--- src/math_macros.svh ---
// ======================================
// math coprocessor build constants
// register map size, bus width, root latency
// ======================================
`ifndef MATH_MACROS_SVH
`define MATH_MACROS_SVH

// byte registers behind the bus
`define MATH_REG_COUNT 32

// bus address bits, covers MATH_REG_COUNT
`define MATH_ADDR_W 5

// worst case from radicand write to a settled root
// 1 start edge, 1 seed edge, 15 settle/search pairs, 2 spare
`define MATH_SQRT_MAX_CYCLES 34

`endif
--- src/math_ops_pkg.sv ---
// ======================================
// math coprocessor arithmetic types
// ======================================
package math_ops_pkg;

    // root search phase
    typedef enum logic [1:0] {
        SQRT_IDLE   = 2'd0,     // holding the last root
        SQRT_SETTLE = 2'd1,     // square of root being registered
        SQRT_SEARCH = 2'd2      // compare and step
    } sqrt_state_e;

    // unsigned 8.8 fixed point
    // integer part in [15:8], fraction in [7:0]
    typedef logic [15:0] fix88_t;

endpackage

--- src/math_regs_pkg.sv ---
// ======================================
// math coprocessor register map
// address names and the byte/word operand view
// ======================================
package math_regs_pkg;

`include "math_macros.svh"

    // write side of the map, operands are big endian byte pairs
    typedef enum logic [`MATH_ADDR_W-1:0] {
        REG_DIVIDEND_HI = 5'h00,
        REG_DIVIDEND_LO = 5'h01,
        REG_DIVISOR_HI  = 5'h02,
        REG_DIVISOR_LO  = 5'h03,
        REG_RADICAND_HI = 5'h04,
        REG_RADICAND_LO = 5'h05,
        REG_RADIUS_HI   = 5'h06,
        REG_RADIUS_LO   = 5'h07,
        REG_Y1_HI       = 5'h08,
        REG_Y1_LO       = 5'h09,
        REG_X1_HI       = 5'h0a,
        REG_X1_LO       = 5'h0b,
        REG_Y2_HI       = 5'h0c,
        REG_Y2_LO       = 5'h0d,
        REG_X2_HI       = 5'h0e,
        REG_X2_LO       = 5'h0f,
        REG_RNG_STEP    = 5'h13     // added to rng on each read
    } reg_addr_e;

    // read side, same addresses return results
    localparam reg_addr_e RD_QUOT_HI  = REG_DIVIDEND_HI;
    localparam reg_addr_e RD_QUOT_LO  = REG_DIVIDEND_LO;
    localparam reg_addr_e RD_REM_HI   = REG_DIVISOR_HI;
    localparam reg_addr_e RD_REM_LO   = REG_DIVISOR_LO;
    localparam reg_addr_e RD_ROOT_HI  = REG_RADICAND_HI;
    localparam reg_addr_e RD_ROOT_LO  = REG_RADICAND_LO;
    localparam reg_addr_e RD_RANDOM   = REG_RADIUS_HI;
    localparam reg_addr_e RD_APART    = REG_RADIUS_LO;
    localparam reg_addr_e RD_XDIST_HI = REG_X2_HI;
    localparam reg_addr_e RD_XDIST_LO = REG_X2_LO;

    // operand written as two bytes, used as one word
    typedef union packed {
        logic [15:0] word;
        struct packed {
            logic [7:0] hi;     // even address
            logic [7:0] lo;     // odd address
        } bytes;
    } word_pair_u;

endpackage

--- src/math_operands_if.sv ---
// ======================================
// operand bundle from register file to compute blocks
// ======================================
`timescale 1ns/1ps

interface math_operands_if;
    import math_regs_pkg::*;

    word_pair_u dividend;
    word_pair_u divisor;
    word_pair_u radicand;       // 8.8 input to the root search
    word_pair_u radius;         // shared by both objects
    word_pair_u y1;
    word_pair_u x1;
    word_pair_u y2;
    word_pair_u x2;
    logic [7:0] rng_step;
    logic       sqrt_start;     // one cycle after a radicand write

    // register file side
    modport regfile (
        output dividend, divisor, radicand, radius,
        output y1, x1, y2, x2,
        output rng_step, sqrt_start
    );

    // divider, sqrt, geometry and readback only look
    modport compute (
        input dividend, divisor, radicand, radius,
        input y1, x1, y2, x2,
        input rng_step, sqrt_start
    );

endinterface

--- src/math_coproc.sv ---
// ======================================
// memory-mapped arithmetic coprocessor
// divide, square root, random, box test
// ======================================
`timescale 1ns/1ps
`include "math_macros.svh"

module math_coproc (
    input  logic                    clk,
    input  logic                    rst,
    input  logic                    cen,    // bus clock enable
    input  logic                    cs,
    input  logic                    wr_n,
    input  logic [`MATH_ADDR_W-1:0] addr,
    input  logic [7:0]              din,
    output logic [7:0]              dout
);
    import math_ops_pkg::*;

    logic [7:0]  reg_byte;
    logic [15:0] quotient;
    logic [15:0] remainder;
    fix88_t      root;
    logic        apart;
    logic [15:0] x_distance;

    math_operands_if ops ();    // operand words to all compute blocks

    math_regfile u_regfile (
        .clk(clk), .rst(rst), .cen(cen), .cs(cs), .wr_n(wr_n),
        .addr(addr), .din(din), .ops(ops.regfile), .reg_byte(reg_byte)
    );

    math_divider u_divider (
        .clk(clk), .rst(rst), .ops(ops.compute),
        .quotient(quotient), .remainder(remainder)
    );

    math_sqrt u_sqrt (
        .clk(clk), .rst(rst), .ops(ops.compute), .root(root)
    );

    math_geometry u_geometry (
        .clk(clk), .rst(rst), .ops(ops.compute),
        .apart(apart), .x_distance(x_distance)
    );

    math_readback u_readback (
        .clk(clk), .rst(rst), .cen(cen), .cs(cs), .wr_n(wr_n),
        .addr(addr), .reg_byte(reg_byte),
        .quotient(quotient), .remainder(remainder), .root(root),
        .apart(apart), .x_distance(x_distance),
        .ops(ops.compute), .dout(dout)
    );

endmodule

--- src/math_readback.sv ---
// ======================================
// bus read mux and random byte generator
// ======================================
`timescale 1ns/1ps
`include "math_macros.svh"

module math_readback (
    input  logic                    clk,
    input  logic                    rst,
    input  logic                    cen,
    input  logic                    cs,
    input  logic                    wr_n,
    input  logic [`MATH_ADDR_W-1:0] addr,
    input  logic [7:0]              reg_byte,
    input  logic [15:0]             quotient,
    input  logic [15:0]             remainder,
    input  math_ops_pkg::fix88_t    root,
    input  logic                    apart,
    input  logic [15:0]             x_distance,
    math_operands_if.compute        ops,
    output logic [7:0]              dout
);
    import math_regs_pkg::*;

    logic [7:0] rng;
    logic [7:0] rng_nxt;
    logic       rd_stb;

    assign rd_stb  = cen && cs && wr_n;     // bus read, no wait states
    assign rng_nxt = rng + ops.rng_step;    // mod 256

    // ======================================
    // output byte, sampled every clock
    // ======================================
    always_ff @(posedge clk or posedge rst) begin
        if (rst) begin
            dout <= 8'h00;
            rng  <= 8'h00;
        end else begin
            case (addr)
                RD_QUOT_HI:  dout <= quotient[15:8];
                RD_QUOT_LO:  dout <= quotient[7:0];
                RD_REM_HI:   dout <= remainder[15:8];
                RD_REM_LO:   dout <= remainder[7:0];
                RD_ROOT_HI:  dout <= root[15:8];        // integer part
                RD_ROOT_LO:  dout <= root[7:0];         // fraction
                RD_RANDOM:   dout <= rng_nxt;
                RD_APART:    dout <= apart ? 8'hff : 8'h00;
                RD_XDIST_HI: dout <= x_distance[15:8];
                RD_XDIST_LO: dout <= x_distance[7:0];
                default:     dout <= reg_byte;
            endcase
            // only a real read of the random register steps it
            if (rd_stb && addr == RD_RANDOM) begin
                rng <= rng_nxt;
            end
        end
    end

endmodule

--- src/math_geometry.sv ---
// ======================================
// bounding box test for two objects
// separation flag and x distance
// ======================================
`timescale 1ns/1ps

module math_geometry (
    input  logic              clk,
    input  logic              rst,
    math_operands_if.compute  ops,
    output logic              apart,
    output logic [15:0]       x_distance
);

    logic [15:0] x1_far, y1_far;    // object 1 far edges
    logic [15:0] x2_far, y2_far;    // object 2 far edges

    always_ff @(posedge clk or posedge rst) begin
        if (rst) begin
            x1_far     <= 16'h0000;
            y1_far     <= 16'h0000;
            x2_far     <= 16'h0000;
            y2_far     <= 16'h0000;
            x_distance <= 16'h0000;
        end else begin
            x1_far     <= ops.x1.word + ops.radius.word;   // wraps at 16 bits
            y1_far     <= ops.y1.word + ops.radius.word;
            x2_far     <= ops.x2.word + ops.radius.word;
            y2_far     <= ops.y2.word + ops.radius.word;
            x_distance <= ops.x2.word - ops.x1.word;       // signed by wrap
        end
    end

    // no overlap when one box ends before the other starts
    assign apart = (x1_far < ops.x2.word) || (x2_far < ops.x1.word) ||
                   (y1_far < ops.y2.word) || (y2_far < ops.y1.word);

endmodule

--- src/math_sqrt.sv ---
// ======================================
// iterative square root, 8.8 in and out
// binary search, one step every two cycles
// ======================================
`timescale 1ns/1ps

module math_sqrt (
    input  logic                 clk,
    input  logic                 rst,
    math_operands_if.compute     ops,
    output math_ops_pkg::fix88_t root
);
    import math_ops_pkg::*;

    localparam fix88_t      ROOT_SEED = 16'h8000;  // midpoint of the range
    localparam logic [14:0] STEP_SEED = 15'h4000;  // half range

    sqrt_state_e state;
    logic [14:0] step;
    logic [31:0] square;        // root squared, 16.16
    logic [31:0] target;        // radicand scaled to 16.16

    assign target = {ops.radicand.word, 16'h0000};

    // ======================================
    // search FSM
    // ======================================
    always_ff @(posedge clk or posedge rst) begin
        if (rst) begin
            state <= SQRT_IDLE;
            root  <= 16'h0000;
            step  <= 15'h0000;
        end else if (ops.sqrt_start) begin
            // new radicand, restart from the middle
            state <= SQRT_SETTLE;
            root  <= ROOT_SEED;
            step  <= STEP_SEED;
        end else begin
            case (state)
                SQRT_SETTLE: begin
                    // out of steps, root is final
                    if (step == 15'h0000) state <= SQRT_IDLE;
                    else                  state <= SQRT_SEARCH;
                end
                SQRT_SEARCH: begin
                    if (square == target) begin
                        state <= SQRT_IDLE;     // exact hit
                    end else begin
                        if (square > target) root <= root - {1'b0, step};
                        else                 root <= root + {1'b0, step};
                        step  <= step >> 1;
                        state <= SQRT_SETTLE;
                    end
                end
                default: state <= SQRT_IDLE;    // hold root
            endcase
        end
    end

    // square follows root by one edge, used in the search phase
    always_ff @(posedge clk) begin
        square <= root * root;
    end

endmodule

--- src/math_divider.sv ---
// ======================================
// 16-bit divider, quotient and remainder
// registered once per clock
// ======================================
`timescale 1ns/1ps

module math_divider (
    input  logic              clk,
    input  logic              rst,
    math_operands_if.compute  ops,
    output logic [15:0]       quotient,
    output logic [15:0]       remainder
);

    logic        div_zero;
    logic [15:0] quot_nxt;
    logic [15:0] rem_nxt;

    assign div_zero = (ops.divisor.word == 16'h0000);

    // zero divisor gives all ones and passes the dividend through
    always_comb begin
        if (div_zero) begin
            quot_nxt = 16'hffff;
            rem_nxt  = ops.dividend.word;
        end else begin
            quot_nxt = ops.dividend.word / ops.divisor.word;
            rem_nxt  = ops.dividend.word % ops.divisor.word;
        end
    end

    always_ff @(posedge clk or posedge rst) begin
        if (rst) begin
            quotient  <= 16'h0000;
            remainder <= 16'h0000;
        end else begin
            quotient  <= quot_nxt;     // one edge behind the operands
            remainder <= rem_nxt;
        end
    end

endmodule

--- src/math_regfile.sv ---
// ======================================
// math coprocessor register file
// 32 bytes, write decode, root start strobe
// ======================================
`timescale 1ns/1ps
`include "math_macros.svh"

module math_regfile (
    input  logic                    clk,
    input  logic                    rst,
    input  logic                    cen,
    input  logic                    cs,
    input  logic                    wr_n,
    input  logic [`MATH_ADDR_W-1:0] addr,
    input  logic [7:0]              din,
    math_operands_if.regfile        ops,
    output logic [7:0]              reg_byte
);
    import math_regs_pkg::*;

    logic [7:0] mem [`MATH_REG_COUNT];
    logic       wr_stb;

    assign wr_stb = cen && cs && !wr_n;     // qualified bus write

    // ======================================
    // storage and root kick
    // ======================================
    always_ff @(posedge clk or posedge rst) begin
        if (rst) begin
            for (int i = 0; i < `MATH_REG_COUNT; i++) begin
                mem[i] <= 8'h00;
            end
            ops.sqrt_start <= 1'b0;
        end else begin
            if (wr_stb) begin
                mem[addr] <= din;
            end
            // either radicand byte restarts the search
            ops.sqrt_start <= wr_stb &&
                (addr == REG_RADICAND_HI || addr == REG_RADICAND_LO);
        end
    end

    // ======================================
    // operand words, high byte at even address
    // ======================================
    assign ops.dividend.bytes.hi = mem[REG_DIVIDEND_HI];
    assign ops.dividend.bytes.lo = mem[REG_DIVIDEND_LO];
    assign ops.divisor.bytes.hi  = mem[REG_DIVISOR_HI];
    assign ops.divisor.bytes.lo  = mem[REG_DIVISOR_LO];
    assign ops.radicand.bytes.hi = mem[REG_RADICAND_HI];
    assign ops.radicand.bytes.lo = mem[REG_RADICAND_LO];
    assign ops.radius.bytes.hi   = mem[REG_RADIUS_HI];
    assign ops.radius.bytes.lo   = mem[REG_RADIUS_LO];
    assign ops.y1.bytes.hi       = mem[REG_Y1_HI];
    assign ops.y1.bytes.lo       = mem[REG_Y1_LO];
    assign ops.x1.bytes.hi       = mem[REG_X1_HI];
    assign ops.x1.bytes.lo       = mem[REG_X1_LO];
    assign ops.y2.bytes.hi       = mem[REG_Y2_HI];
    assign ops.y2.bytes.lo       = mem[REG_Y2_LO];
    assign ops.x2.bytes.hi       = mem[REG_X2_HI];
    assign ops.x2.bytes.lo       = mem[REG_X2_LO];
    assign ops.rng_step          = mem[REG_RNG_STEP];

    assign reg_byte = mem[addr];    // raw byte for plain readback

endmodule

--- config.mk ---
export PLATFORM = sky130hd
export DESIGN_NAME = math_coproc
export DESIGN_NICKNAME = d
export VERILOG_FILES = /design/src/math_ops_pkg.sv /design/src/math_regs_pkg.sv /design/src/math_operands_if.sv /design/src/math_coproc.sv /design/src/math_readback.sv /design/src/math_geometry.sv /design/src/math_sqrt.sv /design/src/math_divider.sv /design/src/math_regfile.sv
export VERILOG_INCLUDE_DIRS = /design/src
export SDC_FILE = /design/constraint.sdc
export NUM_CORES = 2
export LEC_CHECK = 0
export ABC_AREA = 1
export BUFFER_PORTS_ARGS = -buffer_cell sky130_fd_sc_hd__buf_2
export CAP_MARGIN = 20
export CORE_ASPECT_RATIO = 1.1
export CORE_UTILIZATION = 60
export DETAILED_ROUTE_END_ITERATION = 8
export GPL_TIMING_DRIVEN = 0
export PLACE_DENSITY = 0.76
export SKIP_LAST_GASP = 1
export SYNTH_ARGS = -nofsm -noshare
export SYNTH_HDL_FRONTEND = slang
export SYNTH_SLANG_ARGS = --single-unit
--- constraint.sdc ---
create_clock -name clk -period 34.9 [get_ports clk]
set_clock_uncertainty 0.2 [all_clocks]
set_input_delay 0 -clock clk [delete_from_list [all_inputs] [get_ports clk]]
set_output_delay 0 -clock clk [all_outputs]
set_load 0.02 [all_outputs]
==> results summary <==
The number of nets with antenna violations after detailed routing is 0. The area of the die came out at 0.0627 mm². The die boundary height came out at 262 µm.

The total of endpoints with negative setup slack in the final report came out at 0. The worst-path cell with the longest stage delay is sky130_fd_sc_hd__inv_1. The core area came out at 0.0610 mm².

The via count of the first global-routing pass is 31700. The fraction of synthesis flops using an asynchronous set or reset pin is 0.931. The final hold violation count came to 0. Clock tree synthesis selected as its root buffer the cell sky130_fd_sc_hd__clkbuf_16.

The initial utilization of the core area, before any placement, comes to 0.607. The flow ran to the end, and the final reports show no timing, DRC or antenna violations. The number of nets in the final layout came out at 5277.

The routed via count divided by cell count is 5.77. At the later pin of the worst-skew pair, clock insertion delay measures 620 ps. Synthesis produced a netlist whose cell count is 4574. The pin count of the biggest net entering global routing came out at 130. Summed over all failing endpoints, the final setup total negative slack is 0 ps. The area overhead of the layout relative to synthesis came out at 8.45%. The initial DRC count came out at 3224. The number of clock sinks seen by CTS is 449. The most used flip-flop cell after synthesis is sky130_fd_sc_hd__dfrtp_1. The cell that appears most often on the critical path is sky130_fd_sc_hd__nand2_1. The required time of the critical path is 35210 ps. The die is 239 µm wide. Routability-driven placement finished with a final weighted congestion of 1.02. The count of filler cells inserted in the layout is 5136. The total of cells resized after clock tree synthesis came out at 0. The number of distinct library cell variants in the gate-level netlist after synthesis is 70. The post-detailed-route wirelength per cell came out at 19.0 µm. The max-capacitance violation count came out at 0.

The post-detailed-routing wire length is 105000 µm. For the worst setup path, the data arrival time is 30140 ps. The final HPWL from detailed placement came out at 80900 µm. Derived from the worst setup path, the maximum achievable clock frequency is 33.5 MHz. The maximum cell stage delay along the critical path came out at 570 ps. The most common cell after layout, fill and taps aside is sky130_fd_sc_hd__nand2_1. The sequential element share of the synthesized area is 0.299. The overall routing resource usage came out at 0.341. The multi-input combinational cell area is 0.0225 mm².

The clock tree synthesis step divided the H-tree into 2 levels. By startpoint and endpoint, the worst setup path is classified as reg -> reg. The largest register by flop count is u_regfile.mem. The total via count after detailed routing came out at 31900. The number of setup buffers added after CTS is 0. In this run the tightest slew margin relative to its limit is 0.170.

Port buffering added 23 buffers. The flip-flop count of the largest register after layout is 120. The total standard cell area after synthesis came out at 0.0370 mm². In the layout the commonest cells are 1019 x sky130_fd_sc_hd__nand2_1, 712 x sky130_fd_sc_hd__inv_1, 418 x sky130_fd_sc_hd__dfrtp_1. Counting every net in the synthesized netlist gives 5177. STA classifies the critical path endpoint as a flip-flop.

The largest registers in the layout are u_regfile.mem x120, u_sqrt.square x31. The number of pins with negative max-slew slack in the final report came to 0. The site row count is 95. Of the available clock period, the critical path in the final layout requires 0.855.

The repair_antennas step left the layout with diodes totalling 0. The flip-flop and latch area is 0.0111 mm². The pre-antenna-repair detailed-routing pass consisted of 7 iterations.

The pin slew with the least headroom to its limit came out at 1250 ps. In the routed design, unresolved DRC markers number 0. The remaining global-route overflow is 0. The total clock buffers created by CTS came out at 49. The maximum fanout along the worst path is 16. The clock slew seen by the registers of the worst setup and hold paths came out at 60 ps. The count of warnings emitted by yosys is 0. The I/O pin count came out at 26. The mean cell area of the mapped netlist is 8.09 µm². The CTS tree is built. In this run the worst hold path is classified as in -> reg. Setup repair after global routing left no endpoint under its margin. Of the cells placed in the final design, the portion with a size suffix greater than 1 is 0.0650. The number of antenna violations at the first check in global routing came out at 1.

The maximum number of buffers from clock root to sink is 3. Buffers inserted to repair hold after CTS numbered 16. STA classifies the critical path startpoint as a flip-flop. The number of flops mapped to enable cells by yosys is 0.

The minimum clock period is 29830 ps. The first global-routing pass estimated 167000 µm of wire. The register bit total from synthesis is 449.
## synth_stat cells (26+ instances only)
master,n,share of area
sky130_fd_sc_hd__or2_2,34,0.0057
sky130_fd_sc_hd__a21oi_1,213,0.029
sky130_fd_sc_hd__a22oi_1,42,0.0085
sky130_fd_sc_hd__nor2_1,147,0.015
sky130_fd_sc_hd__o22ai_1,61,0.010
sky130_fd_sc_hd__dfxtp_1,31,0.017
sky130_fd_sc_hd__nand2_1,1019,0.10
sky130_fd_sc_hd__o211ai_1,26,0.0053
sky130_fd_sc_hd__dfrtp_1,418,0.28
sky130_fd_sc_hd__nand3_2,42,0.011
sky130_fd_sc_hd__xor2_1,143,0.034
sky130_fd_sc_hd__clkbuf_1,133,0.013
sky130_fd_sc_hd__ha_1,413,0.14
sky130_fd_sc_hd__nand3_1,147,0.020
sky130_fd_sc_hd__fa_1,172,0.093
sky130_fd_sc_hd__nor3_1,32,0.0043
sky130_fd_sc_hd__inv_1,713,0.072
sky130_fd_sc_hd__o21bai_1,32,0.0065
sky130_fd_sc_hd__xnor2_1,52,0.012
sky130_fd_sc_hd__and2_1,32,0.0054
sky130_fd_sc_hd__nand2_2,38,0.0064
sky130_fd_sc_hd__o21ai_0,360,0.049
sky130_fd_sc_hd__nand4_1,31,0.0052
## through the flow
stage / setup slack [ps] / utilization / instances / hold WS, ps / instance area (µm²)
floorplan: 10640 / - / 4574 / -19.9 / 37000
global placement: 5730 / 0.626 / 5421 / 141 / 38200
detailed placement: 5300 / 0.628 / 5428 / -167 / 38300
CTS: 5210 / 0.658 / 5532 / 17.4 / 40100
global route: 2180 / 0.658 / 5535 / 85.2 / 40100
finish: 5070 / 0.658 / 5535 / 62.3 / 40100
## logic make-up (layout without fill, tap and decap cells)
group | count (synthesis) | in the layout | synth area share
AND/OR/NAND/NOR | 1570 | 1570 | 0.188
AO/OA/AOI/OAI | 889 | 889 | 0.142
buffers and inverters | 886 | 1023 | 0.0919
adder cells (fa/ha/maj) | 585 | 585 | 0.233
flip-flops | 449 | 449 | 0.299
XOR/XNOR | 195 | 195 | 0.0461
## routing by layer
metal  global-route usage  vias to the layer above  share of wire  routed length (µm)
li1                     -                    15100              -                   -
met1                0.450                    15200           0.41               43000
met2                0.546                     1314           0.46               47800
met3               0.0673                      306          0.091                9550
met4                0.144                        0          0.045                4710
met5              0.00155                        -              0                   0
## layout make-up
cell class,instances,share of cell area
buffer,153,0.0157
clock buffer,64,0.0332
clock inverter,24,0.00839
inverter,733,0.0692
multi-input combinational,3239,0.561
sequential,449,0.276
tap,824,0.0257
timing repair buffer,49,0.0104
## critical path: cells and delay by family, from the launching register on
kind / cells / cell delay, ps
compound gates: 42 / 7840
fa+ha+maj: 16 / 4900
buf+inv: 34 / 4360
flops: 1 / 430
simple gates: 133 / 11960
## path summary, 6_finish.rpt
kind	start	endpoint	slack (ps)	cells past startpoint
min reg2reg	u_sqrt.root[0]	u_sqrt.square[0]	240	0
min in group asynchronous	rst	u_regfile.mem[72]	360	4
max reg2reg	u_regfile.ops.divisor[0]	u_divider.remainder[7]	5070	225
max in group asynchronous	rst	u_divider.quotient[8]	32600	6
max	u_regfile.ops.divisor[0]	u_divider.remainder[7]	5070	225
min	addr[3]	u_readback.dout[1]	60	5
Power is not shown: default switching activity piles up to over one toggle a cycle in this logic, so the estimate is an artifact.
